[config.mk]
export PLATFORM = sky130hd
export DESIGN_NAME = armController
export DESIGN_NICKNAME = d
export VERILOG_FILES = /design/src/ctrlPkg.sv /design/src/mainDecoder.sv /design/src/condCheck.sv /design/src/byteLaneMask.sv /design/src/executeStage.sv /design/src/retireStage.sv /design/src/armController.sv
export SDC_FILE = /design/constraint.sdc
export NUM_CORES = 1
export LEC_CHECK = 0
export BUFFER_PORTS_ARGS = -buffer_cell sky130_fd_sc_hd__buf_4
export CAP_MARGIN = 20
export CORE_MARGIN = 3
export CORE_UTILIZATION = 52
export DETAILED_ROUTE_END_ITERATION = 8
export PLACE_DENSITY = 0.8
export SYNTH_ARGS = -nofsm -noshare
export SYNTH_HDL_FRONTEND = slang
export SYNTH_HIERARCHICAL = 1
export SYNTH_SLANG_ARGS = --single-unit
[constraint.sdc]
create_clock -name clk -period 3.5 [get_ports clk]
set_input_delay 0.35 -clock clk [delete_from_list [all_inputs] [get_ports clk]]
set_output_delay 0.35 -clock clk [all_outputs]
set_load 0.1 [all_outputs]
[src/ctrlPkg.sv]
package ctrlPkg;

  // ====================
  // Instruction fields
  // ====================
  localparam int condHi        = 31;
  localparam int condLo        = 28;
  localparam int classHi       = 27;
  localparam int classLo       = 26;
  localparam int immBit        = 25;  // I bit, operand 2 form
  localparam int preIndexUpBit = 23;  // U bit, add or subtract offset
  localparam int byteBit       = 22;  // B bit on single transfers
  localparam int sBit          = 20;  // Set flags
  localparam int loadBit       = 20;  // L bit, shares position with S
  localparam int rdHi          = 15;
  localparam int rdLo          = 12;

  localparam logic [3:0]  pcReg     = 4'd15;
  localparam logic [3:0]  opAdd     = 4'b0100;
  localparam logic [3:0]  opSub     = 4'b0010;
  localparam logic [3:0]  opMov     = 4'b1101;
  localparam logic [23:0] bxPattern = 24'h12FFF1;  // Bits 27..4 of BX
  localparam logic [3:0]  wordMask  = 4'b1111;

  // ====================
  // Control types
  // ====================
  typedef struct packed {
    logic n;
    logic z;
    logic c;
    logic v;
  } flagsT;

  typedef enum logic [3:0] {
    condEQ, condNE, condCS, condCC, condMI, condPL, condVS, condVC,
    condHI, condLS, condGE, condLT, condGT, condLE, condAL, condNV
  } condT;

  typedef struct packed {
    logic [1:0] regSrc;  // Bit 0 reads PC, bit 1 reads Rd for stores
    logic [1:0] immSrc;  // Extend type for the immediate
  } srcSelT;

  typedef struct packed {
    logic       aluSrc;
    logic       memtoReg;
    logic       regWrite;
    logic       memWrite;
    logic       branch;
    logic       pcWrite;
    logic       bx;
    logic       byteAccess;
    logic       loadStore;
    logic       flagWrite;
    logic [3:0] aluControl;
    condT       cond;
  } decCtrlT;

  typedef struct packed {
    logic       aluSrc;
    logic [3:0] aluControl;
  } exCtrlT;

  typedef struct packed {
    logic       memWrite;
    logic       memtoReg;
    logic       regWrite;
    logic       pcWrite;
    logic       byteLoad;
    logic [3:0] byteMask;
    logic [1:0] byteOffset;  // Lane of a byte load
  } memCtrlT;

  typedef struct packed {
    logic       memtoReg;
    logic       regWrite;
    logic       pcWrite;
    logic       byteLoad;
    logic [1:0] byteOffset;
  } wbCtrlT;

endpackage

[src/mainDecoder.sv]
module mainDecoder (
  input  logic [31:0]      instrD,
  output ctrlPkg::decCtrlT ctrlD,
  output ctrlPkg::srcSelT  srcSelD
);
  import ctrlPkg::*;

  logic [1:0] instrClass;
  logic       isBx;
  logic       isExtraSpace;  // Multiply and halfword encodings
  logic       isCompare;
  logic       rdIsPc;
  logic       validD;        // Instruction falls in a supported class

  assign instrClass   = instrD[classHi:classLo];
  assign isBx         = (instrD[classHi:4] == bxPattern);
  assign isExtraSpace = ~instrD[immBit] & instrD[7] & instrD[4];
  assign isCompare    = (instrD[24:23] == 2'b10);  // TST TEQ CMP CMN
  assign rdIsPc       = (instrD[rdHi:rdLo] == pcReg);

  always_comb begin
    ctrlD   = '0;  // Undefined gives all-zero control
    srcSelD = '0;
    validD  = 1'b0;
    case (instrClass)
      // ==================
      // Data processing
      // ==================
      2'b00: begin
        if (isBx) begin
          validD           = 1'b1;
          ctrlD.bx         = 1'b1;
          ctrlD.aluControl = opMov;  // Pass Rm through as target
        end else if (!isExtraSpace) begin
          validD           = 1'b1;
          ctrlD.aluSrc     = instrD[immBit];  // Rotated imm8 or Rm
          ctrlD.regWrite   = ~isCompare;      // Compares only set flags
          ctrlD.aluControl = instrD[24:21];
          ctrlD.flagWrite  = instrD[sBit];
        end
      end
      // ==================
      // Single transfer
      // ==================
      2'b01: begin
        // I bit set means register offset here, bit 4 set is undefined
        if (!(instrD[immBit] && instrD[4])) begin
          validD           = 1'b1;
          ctrlD.loadStore  = 1'b1;
          ctrlD.aluSrc     = ~instrD[immBit];  // imm12 offset
          ctrlD.byteAccess = instrD[byteBit];
          ctrlD.aluControl = instrD[preIndexUpBit] ? opAdd : opSub;
          srcSelD.immSrc   = 2'b01;
          if (instrD[loadBit]) begin
            ctrlD.memtoReg = 1'b1;
            ctrlD.regWrite = 1'b1;
          end else begin
            ctrlD.memWrite = 1'b1;
            srcSelD.regSrc = 2'b10;  // Store data from Rd
          end
        end
      end
      2'b10: begin
        validD           = 1'b1;
        ctrlD.branch     = 1'b1;
        ctrlD.aluSrc     = 1'b1;
        ctrlD.aluControl = opAdd;  // PC plus offset
        srcSelD.regSrc   = 2'b01;
        srcSelD.immSrc   = 2'b10;  // imm24 shifted by 2
      end
      default: ;  // Coprocessor and SWI space
    endcase

    // Any path to the PC
    ctrlD.pcWrite = ctrlD.branch | ctrlD.bx | (ctrlD.regWrite & rdIsPc);
    if (validD) begin
      ctrlD.cond = condT'(instrD[condHi:condLo]);
    end
  end

endmodule

[src/condCheck.sv]
module condCheck (
  input  ctrlPkg::condT  cond,
  input  ctrlPkg::flagsT flags,
  input  ctrlPkg::flagsT aluFlags,
  input  logic           flagWrite,
  output logic           condEx,
  output ctrlPkg::flagsT flagsNext
);
  import ctrlPkg::*;

  logic signedGe;  // N equals V

  assign signedGe = (flags.n == flags.v);

  always_comb begin
    case (cond)
      condEQ:  condEx = flags.z;
      condNE:  condEx = ~flags.z;
      condCS:  condEx = flags.c;
      condCC:  condEx = ~flags.c;
      condMI:  condEx = flags.n;
      condPL:  condEx = ~flags.n;
      condVS:  condEx = flags.v;
      condVC:  condEx = ~flags.v;
      // Unsigned higher / lower or same
      condHI:  condEx = flags.c & ~flags.z;
      condLS:  condEx = ~flags.c | flags.z;
      // Signed comparisons
      condGE:  condEx = signedGe;
      condLT:  condEx = ~signedGe;
      condGT:  condEx = ~flags.z & signedGe;
      condLE:  condEx = flags.z | ~signedGe;
      condAL:  condEx = 1'b1;
      default: condEx = 1'b0;  // NV never executes
    endcase
  end

  // Only a passing flag-setting instruction updates NZCV
  assign flagsNext = (flagWrite && condEx) ? aluFlags : flags;

endmodule

[src/byteLaneMask.sv]
module byteLaneMask (
  input  logic       byteAccess,
  input  logic [1:0] addrLow,
  output logic [3:0] byteMask
);
  import ctrlPkg::*;

  logic [3:0] laneSel;  // One-hot lane, lane 0 at bit 0

  always_comb begin
    case (addrLow)
      2'd0:    laneSel = 4'b0001;
      2'd1:    laneSel = 4'b0010;
      2'd2:    laneSel = 4'b0100;
      default: laneSel = 4'b1000;
    endcase
  end

  // Words enable every lane
  assign byteMask = byteAccess ? laneSel : wordMask;

endmodule

[src/executeStage.sv]
module executeStage (
  input  logic             clk,
  input  logic             rst,
  input  logic             stallE,
  input  logic             flushE,
  input  ctrlPkg::decCtrlT ctrlD,
  input  ctrlPkg::flagsT   flagsFwd,   // Newest in-flight NZCV
  input  ctrlPkg::flagsT   aluFlagsE,
  input  logic [1:0]       addrLowE,   // ALU result bits 1..0
  output ctrlPkg::exCtrlT  exCtrlE,
  output logic             branchTakenE,
  output logic             pcWriteE,
  output ctrlPkg::flagsT   flagsE,
  output ctrlPkg::memCtrlT memCtrlE,
  output logic             flagWriteE,
  output ctrlPkg::flagsT   flagsNextE
);
  import ctrlPkg::*;

  decCtrlT    ctrlE;
  logic       condExE;
  logic [3:0] byteMaskE;

  // ====================
  // Execute register
  // ====================
  always_ff @(posedge clk) begin
    if (rst) begin
      ctrlE <= '0;
    end else if (!stallE) begin
      if (flushE) begin
        ctrlE <= '0;  // Bubble
      end else begin
        ctrlE <= ctrlD;
      end
    end
  end

  // Datapath operand control
  always_comb begin
    exCtrlE.aluSrc     = ctrlE.aluSrc;
    exCtrlE.aluControl = ctrlE.aluControl;
  end

  condCheck cond_i (
    .cond      (ctrlE.cond),
    .flags     (flagsFwd),
    .aluFlags  (aluFlagsE),
    .flagWrite (ctrlE.flagWrite),
    .condEx    (condExE),
    .flagsNext (flagsNextE)
  );

  byteLaneMask mask_i (
    .byteAccess (ctrlE.byteAccess),
    .addrLow    (addrLowE),
    .byteMask   (byteMaskE)
  );

  assign flagsE       = flagsFwd;
  assign pcWriteE     = ctrlE.pcWrite;  // Ungated, for fetch hazard tracking
  assign branchTakenE = (ctrlE.branch | ctrlE.bx) & condExE;
  assign flagWriteE   = ctrlE.flagWrite & condExE;

  // ====================
  // Memory-bound control
  // ====================
  always_comb begin
    memCtrlE.memWrite   = ctrlE.memWrite & condExE;
    memCtrlE.memtoReg   = ctrlE.memtoReg;
    memCtrlE.regWrite   = ctrlE.regWrite & condExE;
    memCtrlE.pcWrite    = ctrlE.pcWrite & condExE;
    // LDRB picks one lane out of the read word
    memCtrlE.byteLoad   = ctrlE.loadStore & ctrlE.byteAccess & ctrlE.memtoReg;
    memCtrlE.byteMask   = byteMaskE;
    memCtrlE.byteOffset = addrLowE;
  end

endmodule

[src/retireStage.sv]
module retireStage (
  input  logic             clk,
  input  logic             rst,
  input  logic             stallM,
  input  logic             stallW,
  input  logic             flushW,
  input  ctrlPkg::memCtrlT memCtrlE,
  input  logic             flagWriteE,  // Already condition gated
  input  ctrlPkg::flagsT   flagsNextE,
  output ctrlPkg::memCtrlT memCtrlM,
  output ctrlPkg::wbCtrlT  wbCtrlW,
  output ctrlPkg::flagsT   flagsFwd,
  output ctrlPkg::flagsT   flagsReg
);
  import ctrlPkg::*;

  logic  flagWriteM;
  logic  flagWriteW;
  flagsT flagsM;
  flagsT flagsW;

  // ====================
  // Memory register
  // ====================
  always_ff @(posedge clk) begin
    if (rst) begin
      memCtrlM   <= '0;
      flagWriteM <= 1'b0;
    end else if (!stallM) begin  // No flush at Memory
      memCtrlM   <= memCtrlE;
      flagWriteM <= flagWriteE;
    end
  end

  always_ff @(posedge clk) begin
    if (!stallM) flagsM <= flagsNextE;
  end

  // ====================
  // Writeback register
  // ====================
  always_ff @(posedge clk) begin
    if (rst) begin
      wbCtrlW    <= '0;
      flagWriteW <= 1'b0;
    end else if (!stallW) begin
      if (flushW) begin
        wbCtrlW    <= '0;
        flagWriteW <= 1'b0;
      end else begin
        wbCtrlW.memtoReg   <= memCtrlM.memtoReg;
        wbCtrlW.regWrite   <= memCtrlM.regWrite;
        wbCtrlW.pcWrite    <= memCtrlM.pcWrite;
        wbCtrlW.byteLoad   <= memCtrlM.byteLoad;
        wbCtrlW.byteOffset <= memCtrlM.byteOffset;
        flagWriteW         <= flagWriteM;
      end
    end
  end

  always_ff @(posedge clk) begin
    if (!stallW) flagsW <= flagsM;
  end

  // Architectural NZCV, committed at Writeback
  always_ff @(posedge clk) begin
    if (rst) begin
      flagsReg <= '0;
    end else if (flagWriteW && !stallW) begin
      flagsReg <= flagsW;
    end
  end

  // Youngest pending flag write wins
  assign flagsFwd = flagWriteM ? flagsM :
                    flagWriteW ? flagsW : flagsReg;

endmodule

[src/armController.sv]
module armController (
  input  logic             clk,
  input  logic             rst,
  // Datapath
  input  logic [31:0]      instrD,
  input  ctrlPkg::flagsT   aluFlagsE,
  input  logic [1:0]       addrLowE,
  // Hazard unit
  input  logic             stallE,
  input  logic             flushE,
  input  logic             stallM,
  input  logic             stallW,
  input  logic             flushW,
  // Datapath control
  output ctrlPkg::srcSelT  srcSelD,
  output ctrlPkg::exCtrlT  exCtrlE,
  output ctrlPkg::flagsT   flagsE,
  output logic             branchTakenE,
  output ctrlPkg::memCtrlT memCtrlM,
  output ctrlPkg::wbCtrlT  wbCtrlW,
  output ctrlPkg::flagsT   flagsReg,
  output logic             pcWrPendingF  // To hazard unit, holds fetch
);
  import ctrlPkg::*;

  decCtrlT ctrlD;
  memCtrlT memCtrlE;
  flagsT   flagsFwd;
  flagsT   flagsNextE;
  logic    pcWriteE;
  logic    flagWriteE;

  mainDecoder decoder_i (
    .instrD  (instrD),
    .ctrlD   (ctrlD),
    .srcSelD (srcSelD)
  );

  executeStage execute_i (
    .clk          (clk),
    .rst          (rst),
    .stallE       (stallE),
    .flushE       (flushE),
    .ctrlD        (ctrlD),
    .flagsFwd     (flagsFwd),
    .aluFlagsE    (aluFlagsE),
    .addrLowE     (addrLowE),
    .exCtrlE      (exCtrlE),
    .branchTakenE (branchTakenE),
    .pcWriteE     (pcWriteE),
    .flagsE       (flagsE),
    .memCtrlE     (memCtrlE),
    .flagWriteE   (flagWriteE),
    .flagsNextE   (flagsNextE)
  );

  retireStage retire_i (
    .clk        (clk),
    .rst        (rst),
    .stallM     (stallM),
    .stallW     (stallW),
    .flushW     (flushW),
    .memCtrlE   (memCtrlE),
    .flagWriteE (flagWriteE),
    .flagsNextE (flagsNextE),
    .memCtrlM   (memCtrlM),
    .wbCtrlW    (wbCtrlW),
    .flagsFwd   (flagsFwd),
    .flagsReg   (flagsReg)
  );

  // PC write anywhere from Decode to Memory
  assign pcWrPendingF = ctrlD.pcWrite | pcWriteE | memCtrlM.pcWrite;

endmodule

==> metrics.md, run 1 <==
| Metric | Value |
|---|---|
| Post-CTS Setup Inserts | `0` |
| CTS Buf Count | `5` |
| Total negative setup slack | `0 ns` |
| Final setup viols | `0` |
| Vias | `2125` |
| # IOs | `81` |
| # Max-Cap Violations | `0` |
| Final hold vios | `0` |
| Sequential cell area | `1060 um^2` |
| DR vias/cell | `5.15` |
| Root Buffer | `clkbuf_8` |
| Longest Clk Path Bufs | `2` |
| Family with the most delay on the worst path | `compound AO/OA/AOI/OAI gates` |
| Chip height | `78.4 um` |
| CTS tree | `built` |
| Clock latency on the worst-skew pair | `0.30 ns` |
| Net Switching | `0.320 mW` |
| Slew @ Worst Pin | `0.768 ns` |
| Most frequent cells in the layout | `buf_4 (77), dfxtp_1 (39), nor2_1 (28)` |
| Vias in the first global route | `2031` |
| GRT Max-Usage Layer | `met2` |
| Fin nets | `394` |
| Final min period | `3.29 ns` |
| Post-Synthesis Cells | `293` |
| Hold Path Class | `in -> reg` |
| Kind of critical path | `reg -> out` |
| Setup Skew | `0.00680 ns` |
| Yosys reg bits | `49` |
| Worst setup SP type | `register` |
| Most common cell after layout, fill and taps aside | `buf_4` |
| Sequential fraction of the synthesis area | `38.9%` |
| YS warnings | `6` |
| # DRC | `0` |
| WP buf/inv | `1` |
| Core area | `4880 um^2` |
| Met3 Usage GRT | `4.13%` |
| Top fanout value on the critical path | `6` |
| Met1 usage in global routing | `23.4%` |
| WP depth | `9` |
| Hold Buf Count CTS | `0` |
| Die Wd | `78.4 um` |
| Met2 GRT Util | `30.7%` |
| H-tree depth | `2` |
| Post-synth ARST share | `0%` |
| Antenna diodes | `0` |
| Post-synth EDFFs | `8` |
| Number of antenna-violating nets in the routed design | `0` |
| WP data required | `3.15 ns` |
| Syn_area_per_cell | `9.31 um^2` |
| Dominant synthesized flop cell | `dfxtp_1` |
| Count of cell types in the netlist | `50` |
| Critical path, cell by cell | `mux2i_1, o21ai_0, nor3b_1, a21oi_1, nor4_1, o41a_1, or2_2, o21a_1, buf_4` |
| Total GRT Usage | `18.2%` |
| Synthesized area | `2730 um^2` |
| Mapped Nets | `342` |
| Status | `complete, no violations` |
| WP data arrival | `2.94 ns` |
| Max-slew violation count | `0` |
| Clk pwr share | `32.8%` |
| Reg clk slew, reported paths | `0.09 ns` |
| Synth-to-Final Area Change | `19.9%` |
| Leakage | `1.37 nW` |
| Comb pwr share | `17.3%` |
| # rows | `25` |
| Share of layout cells above drive strength 1 | `32.1%` |
| Fmax | `0.304 GHz` |
| Largest net degree at the start of global routing | `59` |
| Initial antenna violation count | `0` |
| Critical Path End Type | `primary output` |
| Footprint of the multi-input gates | `1400 um^2` |
| Detailed placement HPWL | `4090 um` |
| RSZ-0062 raised after global routing | `false` |
| Worst Hold Path Cells | `3` |
| Max incr delay on CP | `0.59 ns` |
| Fin crit share | `94.1%` |
| Global-route wire length before repair | `9220 um` |
| Detailed router's first-iteration violation count | `85` |
| Starting density of the core | `55.9%` |
| Final Hold Slack | `0.322 ns` |
| Drt first pass iters | `4` |
| Avg WL per Cell | `13.2 um` |
| Sw Share | `26.9%` |
| DIE AREA | `6150 um^2` |
| Int Pwr | `0.870 mW` |
| Pwr dens | `364 nW/um^2` |
| Relative slew slack | `48.8%` |
| Fillcell total | `426` |
| WL final | `5450 um` |
| Sequential share of power | `49.9%` |
| R2R depth | `8` |
| Port Buffer Count | `76` |
| Total congestion overflow | `0` |
| GP Congestion | `0.821` |
| CTS sink count | `49` |
| Critical path's slowest cell | `o21ai_0` |
| Peak supply drop | `184 uV` |
final cells by class:
type	count	share of cell area, %
flip-flops and latches	49	32.5
repair buffers	77	17.7
well taps	67	2.57
inverters	9	1.03
clock inverters	2	1.07
clock buffers	6	2.22
multi-input cells	203	42.9
stage by stage:
step                instances  total power, mW  area, um^2  setup slack (ns)  utilization (%)
global placement          405            0.811        3160             0.529             64.8
CTS                       413             1.20        3270            0.0760             67.0
global route              413             1.24        3270            0.0342             67.0
detailed placement        405            0.814        3160             0.410             64.8
floorplan                 293            0.756        2730             0.106                -
finish                    413             1.19        3270             0.208             67.0
timing repair:
action	4_1_cts	5_1_grt
setup endpoints to repair	0	1
hold endpoints to repair	0	0
gates resized for setup	0	1
metal layers:
| layer | up-vias | part of all wire, % |
|---|---|---|
| met1 | 943 | 46 |
| met3 | 7 | 6.5 |
| met2 | 68 | 46 |
| li1 | 1107 | - |
| met5 | - | 0 |
| met4 | 0 | 1.1 |
power groups by stage:
stage | combinational (mW) | clock, mW | sequential (mW)
2_1_floorplan | 0.113 | 0 | 0.642
3_5_place_dp | 0.207 | 0 | 0.607
4_1_cts | 0.207 | 0.402 | 0.594
5_1_grt | 0.220 | 0.421 | 0.597
3_3_place_gp | 0.205 | 0 | 0.606
6_report | 0.206 | 0.390 | 0.594
cell usage after synthesis (2+ instances only):
library cell	number	area share, %
nor3b_1	10	2.8
inv_1	8	1.1
clkbuf_1	3	0.41
o22ai_1	7	1.6
mux2i_1	21	7.7
mux2_2	4	1.7
nor2b_1	3	0.69
o21ai_1	5	0.92
buf_2	6	1.1
and2_1	12	2.8
and3_1	4	0.92
dfxtp_1	41	30
o22ai_2	10	4.6
and4_1	2	0.64
nand2b_1	20	4.6
o21ai_0	4	0.73
nor3_1	2	0.37
edfxtp_1	8	8.8
nand2_1	25	3.4
a21oi_1	11	2.0
ha_1	4	1.8
buf_6	5	2.1
nand4b_1	4	1.3
nor2_1	28	3.9
nor4_1	2	0.46
buf_4	17	4.7
xor2_1	3	0.96
or2_2	2	0.46
cells by family after synthesis:
| group | count (synthesis) | share of synthesized area [%] |
|---|---|---|
| DFF | 49 | 38.9 |
| and+or+nand+nor | 121 | 25.0 |
| muxes | 25 | 9.36 |
| AOI/OAI and AO/OA | 50 | 14.3 |
| buffers and inverters | 41 | 9.68 |
| adders and majority gates | 4 | 1.84 |
| xor gates and xnor gates | 3 | 0.964 |
state kept, by name (all words and copies together), names as in the netlist:
register / count
retire_i/flagsM: 4
execute_i/memCtrlE: 1
retire_i/wbCtrlW: 6
execute_i/pcWriteE: 1
execute_i/ctrlE: 11
retire_i/flagsW: 4
retire_i/flagWriteW: 1
retire_i/flagsReg: 4
execute_i/exCtrlE: 5
retire_i/memCtrlM: 11
retire_i/flagWriteM: 1
final timing paths:
kind | from | end | slack, ns
setup / recovery | retire_i/flagWriteW | branchTakenE | 0.21
hold / removal | addrLowE[0] | retire_i/memCtrlM[0] | 0.32
setup reg to reg | retire_i/flagWriteW | retire_i/flagsM[1] | 0.72
hold reg to reg | retire_i/flagsM[1] | retire_i/flagsW[1] | 0.46
worst register-to-register path: stages (launching register included):
cell,delay (ns)
dfxtp_1,0.49
mux2i_1,0.12
o21ai_0,0.59
nor3b_1,0.11
a21oi_1,0.16
nor4_1,0.06
o41a_1,0.41
o21ai_2,0.24
mux2_2,0.36
(Power assumes the default switching activity.)
==> run 2, diff against run 1 <==
- clock period: 3.5 -> 3.7 ns (I/O delays scaled with it)
==> run 2 against run 1 <==
Compared with the run above:
- critical path depth did not move
- hold slack better by 0.017 ns
- routed wire length decreased by 0.39%
- via count grew 0.52%
- first-iteration DRC count shrank 14%
- critical path type unchanged
- flip-flop and latch count did not move
- global-route usage rose by 0.066 points
- sequential power is 5.4% lower
- power grew 0.48%
==> metrics.md, run 2 (synthesis results as in run 1) <==
| Metric | Value |
|---|---|
| Fin crit share | `92.6%` |
| Pwr dens | `364 nW/um^2` |
| Status | `complete, no violations` |
| Most common cell after layout, fill and taps aside | `buf_4` |
| Fillcell total | `427` |
| # Max-Cap Violations | `0` |
| Total GRT Usage | `18.3%` |
| Design Area, Final | `3280 um^2` |
| Critical path, cell by cell | `mux2i_1, o21ai_0, nor3b_1, a21oi_1, nor4_1, o41a_1, or2_2, o21a_1, buf_4` |
| Most frequent cells in the layout | `buf_4 (76), dfxtp_1 (41), nor2_1 (28)` |
| Detailed placement HPWL | `4020 um` |
| Chip height | `78.4 um` |
| Reg clk slew, reported paths | `0.09 ns` |
| Post-CTS Setup Inserts | `0` |
| Max incr delay on CP | `0.67 ns` |
| Clock latency on the worst-skew pair | `0.30 ns` |
| Antenna diodes | `0` |
| CTS sink count | `49` |
| Met1 usage in global routing | `22.8%` |
| Met2 GRT Util | `30.4%` |
| Worst setup SP type | `register` |
| Initial antenna violation count | `0` |
| Power, Total | `1.20 mW` |
| GRT Max-Usage Layer | `met2` |
| Avg WL per Cell | `13.2 um` |
| Final setup viols | `0` |
| Largest net degree at the start of global routing | `59` |
| Vias | `2136` |
| Vias in the first global route | `2039` |
| Hold Buf Count CTS | `0` |
| # DRC | `0` |
| Port Buffer Count | `76` |
| WP data required | `3.33 ns` |
| WL final | `5420 um` |
| Kind of critical path | `reg -> out` |
| CTS tree | `built` |
| Longest Clk Path Bufs | `2` |
| Final min period | `3.43 ns` |
| Slew @ Worst Pin | `0.839 ns` |
| Number of antenna-violating nets in the routed design | `0` |
| Global-route wire length before repair | `9180 um` |
| Setup Skew | `0.00572 ns` |
| Sequential cell area | `1060 um^2` |
| Critical Path End Type | `primary output` |
| Met3 Usage GRT | `4.70%` |
| H-tree depth | `2` |
| Top fanout value on the critical path | `7` |
| Critical path's slowest cell | `o21ai_0` |
| Peak supply drop | `187 uV` |
| Final hold vios | `0` |
| Die Wd | `78.4 um` |
| Starting density of the core | `55.9%` |
| Synth-to-Final Area Change | `20.5%` |
| GP Congestion | `0.790` |
| Fmax | `0.292 GHz` |
| Leakage | `1.37 nW` |
| # IOs | `81` |
| # rows | `25` |
| Drt first pass iters | `4` |
| Post_cts resized | `0` |
| RSZ-0062 raised after global routing | `false` |
| Share of layout cells above drive strength 1 | `31.6%` |
| Area after DPL | `3150 um^2` |
| Final Hold Slack | `0.339 ns` |
| Detailed router's first-iteration violation count | `73` |
| CTS Buf Count | `5` |
| DIE AREA | `6150 um^2` |
| Core area | `4880 um^2` |
| Fin nets | `393` |
| DR vias/cell | `5.18` |
| Total negative setup slack | `0 ns` |
| Largest regs | `execute_i/ctrlE x11, retire_i/memCtrlM x11, retire_i/wbCtrlW x6` |
| Total congestion overflow | `0` |
| Relative slew slack | `43.5%` |
| Max-slew violation count | `0` |
| WP data arrival | `3.06 ns` |
| Hold Path Class | `in -> reg` |
| Root Buffer | `clkbuf_8` |
| Footprint of the multi-input gates | `1400 um^2` |
## run 2: cell count changes in the layout (fill, tap and decap cells not counted)
cell	previous run	this run
buf_4	77	76
bufinv_16	1	2
clkbuf_1	1	0
dfxtp_1	39	41
dfxtp_2	2	0
o21ai_0	3	4
o21ai_1	6	5
## run 2: layout make-up
class | count | area share, %
multi-input combinational | 203 | 42.7
clock buffer | 5 | 2.10
clock inverter | 3 | 1.98
timing repair buffer | 76 | 17.4
sequential | 49 | 32.3
tap | 67 | 2.55
inverter | 9 | 1.03
## run 2: layer usage
metal / vias to the layer above / wire, um
met5: - / 0
met4: 0 / 78
met3: 8 / 393
met2: 74 / 2500
met1: 957 / 2450
li1: 1097 / -
## run 2: final timing paths
path	to	slack, ns	start	depth (start not counted)
min reg2reg	retire_i/flagsW[3]	0.46	retire_i/flagsM[3]	0
max reg2reg	retire_i/flagsM[2]	0.77	retire_i/flagWriteW	8
max	branchTakenE	0.27	retire_i/flagWriteW	9
min	execute_i/memCtrlE[9]	0.34	flushE	3
## run 2: critical path, delay by kind of cell, from the launching register on
family / cells / cell delay, ns
AND/OR/NAND/NOR: 3 / 0.52
AO/OA/AOI/OAI: 4 / 1.38
flip-flops: 1 / 0.50
buffers and inverters: 1 / 0.23
multiplexers: 1 / 0.12
## run 2: report_power, final
part	total, mW	internal, mW	switching, mW
combinational	0.195	0.0688	0.127
clock	0.439	0.268	0.170
sequential	0.562	0.553	0.00854
## run 2: stage by stage
| step | cells | util, % | setup slack [ns] |
|---|---|---|---|
| 2_1_floorplan | 293 | - | 0.163 |
| 3_3_place_gp | 404 | 64.6 | 0.691 |
| 3_5_place_dp | 404 | 64.6 | 0.675 |
| 4_1_cts | 412 | 67.3 | 0.306 |
| 5_1_grt | 412 | 67.3 | 0.0171 |
| 6_report | 412 | 67.3 | 0.272 |
